$ cat src/source/afu_edge_pkg.sv
`default_nettype none

package afu_edge_pkg;

    // ========================================
    // Widths and sizes
    // ========================================

    // Write data carried by one AFU beat
    localparam int DATA_W = 64;

    // Line address width
    localparam int ADDR_W = 32;

    // The write heap holds one packet of data per index
    localparam int HEAP_ENTRIES = 32;
    localparam int HEAP_IDX_W = $clog2(HEAP_ENTRIES);

    // Multi-beat packets carry one to four lines
    localparam int MAX_BEATS = 4;

    // The length field encodes beats minus one
    localparam int CL_LEN_W = $clog2(MAX_BEATS);

    // ========================================
    // Flow control thresholds
    // ========================================

    // Beats the AFU may still send after it sees almost-full
    localparam int ALMOST_FULL_THRESHOLD = 8;

    // Reserve enough indices for the threshold plus one whole packet, since
    // almost-full is never raised in the middle of a packet
    localparam int MIN_FREE_SLOTS = ALMOST_FULL_THRESHOLD + MAX_BEATS + 1;

    // ========================================
    // Packed structs
    // ========================================

    // One write beat from the AFU
    typedef struct packed {
        logic                valid;
        logic                sop;
        logic [CL_LEN_W-1:0] cl_len;
        logic [ADDR_W-1:0]   address;
        logic [DATA_W-1:0]   data;
    } wr_beat_t;

    // One write into the external data heap
    typedef struct packed {
        logic                  wen;
        logic [HEAP_IDX_W-1:0] idx;
        logic [CL_LEN_W-1:0]   cl_num;
        logic [DATA_W-1:0]     data;
    } heap_write_t;

    // The single control flit sent down the pipeline for each packet
    typedef struct packed {
        logic                  valid;
        logic [CL_LEN_W-1:0]   cl_len;
        logic [ADDR_W-1:0]     address;
        logic [HEAP_IDX_W-1:0] heap_idx;
    } wr_ctrl_t;

    // Header fields recovered from the start-of-packet beat
    typedef struct packed {
        logic [CL_LEN_W-1:0] cl_len;
        logic [ADDR_W-1:0]   address;
    } wr_hdr_t;

endpackage

`default_nettype wire

$ cat src/source/write_heap_ctrl.sv
`timescale 1ns/1ps
`default_nettype none

// Free list of write-heap indices, kept as a circular FIFO
module write_heap_ctrl
(
    input  logic                                clk,
    input  logic                                reset,

    // Pop the head index at the end of a packet
    input  logic                                alloc,
    output logic [afu_edge_pkg::HEAP_IDX_W-1:0] alloc_idx,
    output logic                                not_full,

    // Return an index to the tail of the list
    input  logic                                free,
    input  logic [afu_edge_pkg::HEAP_IDX_W-1:0] free_idx
);

    // ========================================
    // Free-list storage
    // ========================================

    // Every index can be free at once, so the list is as deep as the heap
    logic [afu_edge_pkg::HEAP_IDX_W-1:0] list_mem [afu_edge_pkg::HEAP_ENTRIES];

    // Pointers wrap by themselves because the heap size is a power of two
    logic [afu_edge_pkg::HEAP_IDX_W-1:0] head;
    logic [afu_edge_pkg::HEAP_IDX_W-1:0] tail;

    // One extra bit so that a completely free heap can be counted
    logic [afu_edge_pkg::HEAP_IDX_W:0]   free_cnt;

    // Gate pops on an empty list so the count can never wrap below zero
    logic                                do_pop;

    assign do_pop = alloc && (free_cnt != '0);

    // The head entry is the index the current packet writes into
    assign alloc_idx = list_mem[head];

    // Report room only while the reserve is still intact
    assign not_full = (free_cnt > afu_edge_pkg::MIN_FREE_SLOTS);

    // ========================================
    // List update
    // ========================================

    always_ff @(posedge clk)
    begin
        if (reset)
        begin
            // After reset the list holds every index in ascending order
            for (int i = 0; i < afu_edge_pkg::HEAP_ENTRIES; i++)
            begin
                list_mem[i] <= afu_edge_pkg::HEAP_IDX_W'(i);
            end
        end
        else if (free)
        begin
            // Released indices join the tail
            list_mem[tail] <= free_idx;
        end
    end

    always_ff @(posedge clk)
    begin
        if (reset)
        begin
            head <= '0;
            // A full list has tail equal to head
            tail <= '0;
            free_cnt <= (afu_edge_pkg::HEAP_IDX_W+1)'(afu_edge_pkg::HEAP_ENTRIES);
        end
        else
        begin
            if (do_pop)
            begin
                head <= head + 1'b1;
            end

            if (free)
            begin
                tail <= tail + 1'b1;
            end

            // Simultaneous pop and push leave the count unchanged
            if (do_pop && !free)
            begin
                free_cnt <= free_cnt - 1'b1;
            end
            else if (free && !do_pop)
            begin
                free_cnt <= free_cnt + 1'b1;
            end
        end
    end

endmodule

`default_nettype wire

$ cat src/source/write_packet_tracker.sv
`timescale 1ns/1ps
`default_nettype none

// Follows the beats of multi-beat writes and recovers the start header
module write_packet_tracker
(
    input  logic                              clk,
    input  logic                              reset,

    input  afu_edge_pkg::wr_beat_t            beat,

    // Header of the packet the current beat belongs to
    output afu_edge_pkg::wr_hdr_t             hdr,
    // Beat number within the packet
    output logic [afu_edge_pkg::CL_LEN_W-1:0] cl_num,
    // Current beat is the last one of its packet
    output logic                              eop,
    // High from after a start beat until its end beat is seen
    output logic                              packet_active
);

    // ========================================
    // Start-of-packet header
    // ========================================

    // Address and length of non-start beats are don't care on the bus,
    // so the start beat's values are kept here
    afu_edge_pkg::wr_hdr_t sop_hdr;

    always_ff @(posedge clk)
    begin
        if (beat.valid && beat.sop)
        begin
            sop_hdr.cl_len <= beat.cl_len;
            sop_hdr.address <= beat.address;
        end
    end

    // The start beat brings its own header, later beats reuse the saved one
    always_comb
    begin
        if (beat.sop)
        begin
            hdr.cl_len = beat.cl_len;
            hdr.address = beat.address;
        end
        else
        begin
            hdr = sop_hdr;
        end
    end

    // ========================================
    // Beat counting
    // ========================================

    logic [afu_edge_pkg::CL_LEN_W-1:0] beat_cnt;
    logic                              active;

    // The counter returns to zero after every packet, so a start beat sees 0
    assign cl_num = beat_cnt;
    assign eop = (beat_cnt == hdr.cl_len);
    assign packet_active = active;

    always_ff @(posedge clk)
    begin
        if (reset)
        begin
            beat_cnt <= '0;
            active <= 1'b0;
        end
        else if (beat.valid)
        begin
            if (eop)
            begin
                // Last beat closes the packet
                beat_cnt <= '0;
                active <= 1'b0;
            end
            else
            begin
                beat_cnt <= beat_cnt + 1'b1;
                active <= 1'b1;
            end
        end
    end

endmodule

`default_nettype wire

$ cat src/source/write_flow_ctrl.sv
`timescale 1ns/1ps
`default_nettype none

// Registered almost-full level toward the AFU
module write_flow_ctrl
(
    input  logic clk,
    input  logic reset,

    input  logic pipe_almost_full,
    input  logic heap_not_full,
    input  logic packet_active,

    output logic afu_almost_full
);

    // Raw back-pressure from the pipeline or a low heap
    logic cond;

    // Remembers that almost-full was already raised outside a packet
    logic sticky;

    assign cond = pipe_almost_full || !heap_not_full;

    always_ff @(posedge clk)
    begin
        if (reset)
        begin
            // The AFU must hold off until the edge is out of reset
            afu_almost_full <= 1'b1;
            sticky <= 1'b0;
        end
        else
        begin
            // A rise in the middle of a packet could deadlock, since its
            // control flit is not yet in the pipeline
            afu_almost_full <= cond && (!packet_active || sticky);

            // Sticky sets between packets and holds until cond drops
            if (!cond)
            begin
                sticky <= 1'b0;
            end
            else if (!packet_active)
            begin
                sticky <= 1'b1;
            end
        end
    end

endmodule

`default_nettype wire

$ cat src/source/write_request_collapse.sv
`timescale 1ns/1ps
`default_nettype none

// Sends one control flit per packet, once all of its beats are in the heap
module write_request_collapse
(
    input  logic                                clk,
    input  logic                                reset,

    input  logic                                beat_valid,
    input  logic                                eop,
    input  afu_edge_pkg::wr_hdr_t               hdr,
    input  logic [afu_edge_pkg::HEAP_IDX_W-1:0] heap_idx,

    output afu_edge_pkg::wr_ctrl_t              ctrl
);

    // ========================================
    // Control flit register
    // ========================================

    // Only the final beat passes, which guarantees all the data for the
    // packet is already in the heap when the flit leaves
    always_ff @(posedge clk)
    begin
        if (reset)
        begin
            ctrl.valid <= 1'b0;
        end
        else
        begin
            ctrl.valid <= beat_valid && eop;
        end
    end

    // Payload follows the final beat; other beats never reach the pipeline
    always_ff @(posedge clk)
    begin
        if (beat_valid && eop)
        begin
            // Header comes from the start beat, even for multi-beat packets
            ctrl.cl_len <= hdr.cl_len;
            ctrl.address <= hdr.address;

            // Downstream uses the index to fetch the data and to free it
            ctrl.heap_idx <= heap_idx;
        end
    end

endmodule

`default_nettype wire

$ cat src/source/afu_write_edge.sv
`timescale 1ns/1ps
`default_nettype none

// AFU-side edge of the write channel
module afu_write_edge
(
    input  logic                                clk,
    input  logic                                reset,

    // AFU side
    input  afu_edge_pkg::wr_beat_t              afu_beat,
    output logic                                afu_almost_full,

    // Downstream side
    input  logic                                pipe_almost_full,
    input  logic                                free,
    input  logic [afu_edge_pkg::HEAP_IDX_W-1:0] free_idx,

    output afu_edge_pkg::heap_write_t           heap_wr,
    output afu_edge_pkg::wr_ctrl_t              pipe_ctrl
);

    logic [afu_edge_pkg::HEAP_IDX_W-1:0] alloc_idx;
    logic                                heap_not_full;
    afu_edge_pkg::wr_hdr_t               hdr;
    logic [afu_edge_pkg::CL_LEN_W-1:0]   cl_num;
    logic                                eop;
    logic                                packet_active;

    // ========================================
    // Heap index allocation
    // ========================================

    // All beats share the head index, which is popped on the last beat
    write_heap_ctrl heap_ctrl_i
    (
        .clk,
        .reset,
        .alloc(afu_beat.valid && eop),
        .alloc_idx,
        .not_full(heap_not_full),
        .free,
        .free_idx
    );

    // Beat data goes to the heap in the same cycle it arrives
    assign heap_wr.wen = afu_beat.valid;
    assign heap_wr.idx = alloc_idx;
    assign heap_wr.cl_num = cl_num;
    assign heap_wr.data = afu_beat.data;

    // ========================================
    // Packet tracking and flow
    // ========================================

    write_packet_tracker packet_tracker_i
    (
        .clk,
        .reset,
        .beat(afu_beat),
        .hdr,
        .cl_num,
        .eop,
        .packet_active
    );

    write_flow_ctrl flow_ctrl_i
    (
        .clk,
        .reset,
        .pipe_almost_full,
        .heap_not_full,
        .packet_active,
        .afu_almost_full
    );

    write_request_collapse request_collapse_i
    (
        .clk,
        .reset,
        .beat_valid(afu_beat.valid),
        .eop,
        .hdr,
        .heap_idx(alloc_idx),
        .ctrl(pipe_ctrl)
    );

endmodule

`default_nettype wire

$ cat config.mk
export PLATFORM = sky130hd
export DESIGN_NAME = afu_write_edge
export DESIGN_NICKNAME = d
export VERILOG_FILES = /design/src/source/afu_edge_pkg.sv /design/src/source/write_heap_ctrl.sv /design/src/source/write_packet_tracker.sv /design/src/source/write_flow_ctrl.sv /design/src/source/write_request_collapse.sv /design/src/source/afu_write_edge.sv
export SDC_FILE = /design/constraint.sdc
export NUM_CORES = 1
export LEC_CHECK = 0
export BUFFER_PORTS_ARGS = -buffer_cell sky130_fd_sc_hd__buf_2
export CORE_AREA = 2 2 145 217
export CTS_CLUSTER_SIZE = 16
export DETAILED_ROUTE_END_ITERATION = 10
export DIE_AREA = 0 0 147 219
export HOLD_SLACK_MARGIN = 0.08
export PLACE_DENSITY = 0.63
export SETUP_SLACK_MARGIN = 0.1
export SLEW_MARGIN = 20
export SYNTH_ARGS = -nofsm -noshare
export SYNTH_HDL_FRONTEND = slang
export SYNTH_SLANG_ARGS = --single-unit
$ cat constraint.sdc
create_clock -name clk -period 5.3 [get_ports clk]
set_input_delay 0.265 -clock clk [delete_from_list [all_inputs] [get_ports clk]]
set_output_delay 0.265 -clock clk [all_outputs]
set_load 0.02 [all_outputs]
==> flow_metrics.py <==
metrics = {
    "run_status": {
        "outcome": "complete, no violations",
    },
    "clocking": {
        "root_buffer": "clkbuf_16",
        "cts.sinks": 260,
        "clk_pin_slew_ps": 70,
        "postCtsSetupBuffers": 0,
        "cts_resized": 0,
        "worstSkewPairLatency_ps": 530,
        "numCtsBuffers": 24,
        "clockBufferDepth": 3,
        "tritoncts": "done",
        "htreeDepth": 1,
    },
    "worst_setup_path": {
        "critical-path-slowest-cell": "buf_4",
        "start_kind": "flip-flop",
        "r2r_cells": 11,
        "crit_type": "flip-flop to primary output",
        "cp_data_arrival_time_ps": 3040,
        "end_kind": "primary output",
        "cp_slowest_stage_delay_ps": 680,
        "crit_required_ps": 5040,
        "crit_path_cell_trace": "buf_4 -> mux4_2 -> a221oi_1 -> nand3_1 -> buf_2",
        "timing.rr.start": "heap_ctrl_i.free_cnt[2]",
        "r2r-end": "heap_ctrl_i.free_cnt[2]",
        "crit_end": "heap_wr[67]",
        "reg2reg_slack_ps": 2150,
        "critPathMaxFanout": 45,
    },
    "power_and_ir_drop": {
        "pwr-share-clk": 0.395,
        "p_sw_frac": 0.225,
        "power_frac_comb": 0.088,
        "power.switching_uw": 1020,
        "p_int_uw": 3530,
        "ir_drop_mv": 0.188,
        "power_leakage_uw": 0.00433,
        "p_per_area_mw_per_mm2": 340,
        "power_frac_seq": 0.517,
    },
    "placed_design": {
        "dp_cells": 1264,
        "hpwl_mm": 15.6,
        "numPortBuffers": 93,
        "gp_congestion": 0.826,
    },
    "timing": {
        "tns_ps": 0,
        "worstMarginPinSlew_ps": 847,
        "timing.final.crit_period_ps": 3310,
        "finClkSkew_ps": 7.81,
        "setup_viol": 0,
        "timing.hold.ws_ps": 113,
        "rsz0062_at_grt": "false",
        "max_clock_freq_mhz": 302,
        "final_hold_viol_count": 0,
        "layout_worst_path_cycle_share": 0.624,
        "slew_viol_final": 0,
        "relSlewSlack": 0.435,
    },
    "final_layout": {
        "fillCellCount": 2720,
        "final_cells": 1344,
        "antenna_cells": 0,
        "mostFrequentLayoutCell": "edfxtp_1",
        "regArea_mm2": 0.00754,
        "syn_to_final_growth_pct": 12.4,
        "finalNetCount": 1043,
        "multiInputGateArea_mm2": 0.00362,
        "fin_util": 0.444,
        "drive_above_1_share": 0.250,
        "most-common-layout-cells": "edfxtp_1 (233), buf_2 (93), or3_1 (68), and2_1 (66), nor2_1 (50)",
    },
    "floorplan": {
        "die_area_mm2": 0.0322,
        "io_pins": 222,
        "die-width_um": 147,
        "die_height_um": 219,
        "rows": 78,
        "coreArea_mm2": 0.0303,
        "start_util": 0.395,
    },
    "global_routing": {
        "grt_usage": 0.151,
        "grt_pass1_vias": 7087,
        "globalRouteOverflowTotal": 0,
        "grt_start_max_net_pins": 60,
        "grt_first_pass_wirelength_mm": 38.1,
        "antenna_found_initial": 0,
    },
    "synthesis": {
        "syn_inst": 894,
        "yosysWarnings": 0,
        "async_flop_share": 0,
        "ys_types": 45,
        "synth-edff-count": 233,
        "syn_nets": 1011,
        "synth-seq-cells": 260,
        "synth_area_mm2": 0.0119,
        "seq_area_frac_synth": 0.631,
        "ys.flop_type": "edfxtp_1",
        "syn_avg_cell_area_um2": 13.4,
    },
    "detailed_routing": {
        "avgViaCountPerCell": 5.11,
        "route.detailed.drc": 0,
        "dr_total_vias": 6871,
        "drt_iter0_markers": 413,
        "ant_nets": 0,
        "routed_wl_mm": 24.5,
        "drtPass1Iterations": 4,
        "wl_per_cell_um": 18.2,
    },
    "min_path": {
        "hold_class": "primary input to flip-flop",
    },
    "flow_run": {
        "max-cap-violations": 0,
    },
}
## kinds of logic after synthesis
group	synth area share
xor gates and xnor gates	0.0110
adders and majority gates	0.00838
AOI/OAI and AO/OA	0.0283
buffers and inverters	0.0662
and+or+nand+nor	0.148
muxes	0.107
DFF	0.631
## metal layers
metal	global-route usage	up-vias	wire [um]	part of all wire
li1	-	3235	-	-
met1	0.165	3370	9430	0.39
met2	0.282	205	12900	0.53
met3	0.0274	61	1130	0.046
met4	0.0718	0	970	0.040
met5	0.00625	-	0	0
## metrics by stage
step	instance area (um^2)	worst slack [ps]	power [uW]
2_1_floorplan	11900	983	2720
3_3_place_gp	12200	1570	2780
3_5_place_dp	12200	1560	2780
4_1_cts	13400	1930	4600
5_1_grt	13400	1800	4710
6_report	13400	1990	4560
## power groups by stage
stage                     logic (uW)  clock network (uW)  registers [uW]
after floorplan                  307                   0            2420
after global placement           378                   0            2400
after detailed placement         384                   0            2400
after CTS                        406                1840            2360
after global routing             436                1910            2360
final                            401                1800            2360
## sequential cells by signal (all words and copies together) (netlist names), named ones only
register,cells
flow_ctrl_i.afu_almost_full,1
flow_ctrl_i.sticky,1
heap_ctrl_i.free_cnt,6
heap_ctrl_i.head,5
heap_ctrl_i.list_mem,160
heap_ctrl_i.tail,5
packet_tracker_i.cl_num,2
packet_tracker_i.packet_active,1
packet_tracker_i.sop_hdr,34
request_collapse_i.ctrl,40
## worst max-delay path, delay by kind of cell, from the launching register on
kind | cells | cell delay (ps)
AOI/OAI and AO/OA | 1 | 400
muxes | 1 | 420
buffers and inverters | 2 | 880
and+or+nand+nor | 1 | 190
DFF | 1 | 600
## repair_timing
item                       CTS  global route
setup endpoints to repair    0             0
hold buffers                36             0
hold endpoints to repair    70             0
## cell usage after synthesis, drive strengths merged, types with 2 or more instances
master	n	area share
and2	66	0.035
buf	76	0.045
a21oi	15	0.0063
mux4	20	0.038
nand3b	4	0.0025
or3	68	0.036
xor2	8	0.0059
nor2b	7	0.0037
mux2	32	0.030
mux2i	46	0.039
and3b	2	0.0015
nor3	21	0.0088
a31oi	3	0.0016
o21ai	4	0.0017
clkbuf	56	0.018
dfxtp	27	0.045
xnor2	7	0.0051
nand2	36	0.011
nand4	3	0.0016
nor3b	3	0.0019
edfxtp	233	0.59
a22o	5	0.0037
a221oi	5	0.0037
nand2b	2	0.0010
ha	8	0.0084
nor2	50	0.016
or2	36	0.019
inv	10	0.0031
a22oi	12	0.0075
nand3	18	0.0075
## cell type report
type	instances	share of cell area
sequential	260	0.562
multi-input combinational	492	0.270
timing repair buffer	138	0.0666
clock buffer	27	0.0472
tap	400	0.0373
clock inverter	17	0.0146
inverter	10	0.00280
## worst min-delay path by stage
stage / startpoint / end / slack (ps) / cells after the start
global route: free / heap_ctrl_i.tail[0] / 120 / 3
floorplan: afu_beat[64] / packet_tracker_i.sop_hdr[0] / 360 / 0
CTS: free / heap_ctrl_i.tail[0] / 90 / 3
global placement: afu_beat[79] / packet_tracker_i.sop_hdr[15] / 460 / 1
finish: free / heap_ctrl_i.tail[0] / 110 / 3
detailed placement: afu_beat[79] / packet_tracker_i.sop_hdr[15] / 460 / 1
Note: power is estimated with default switching activity, not from simulation.
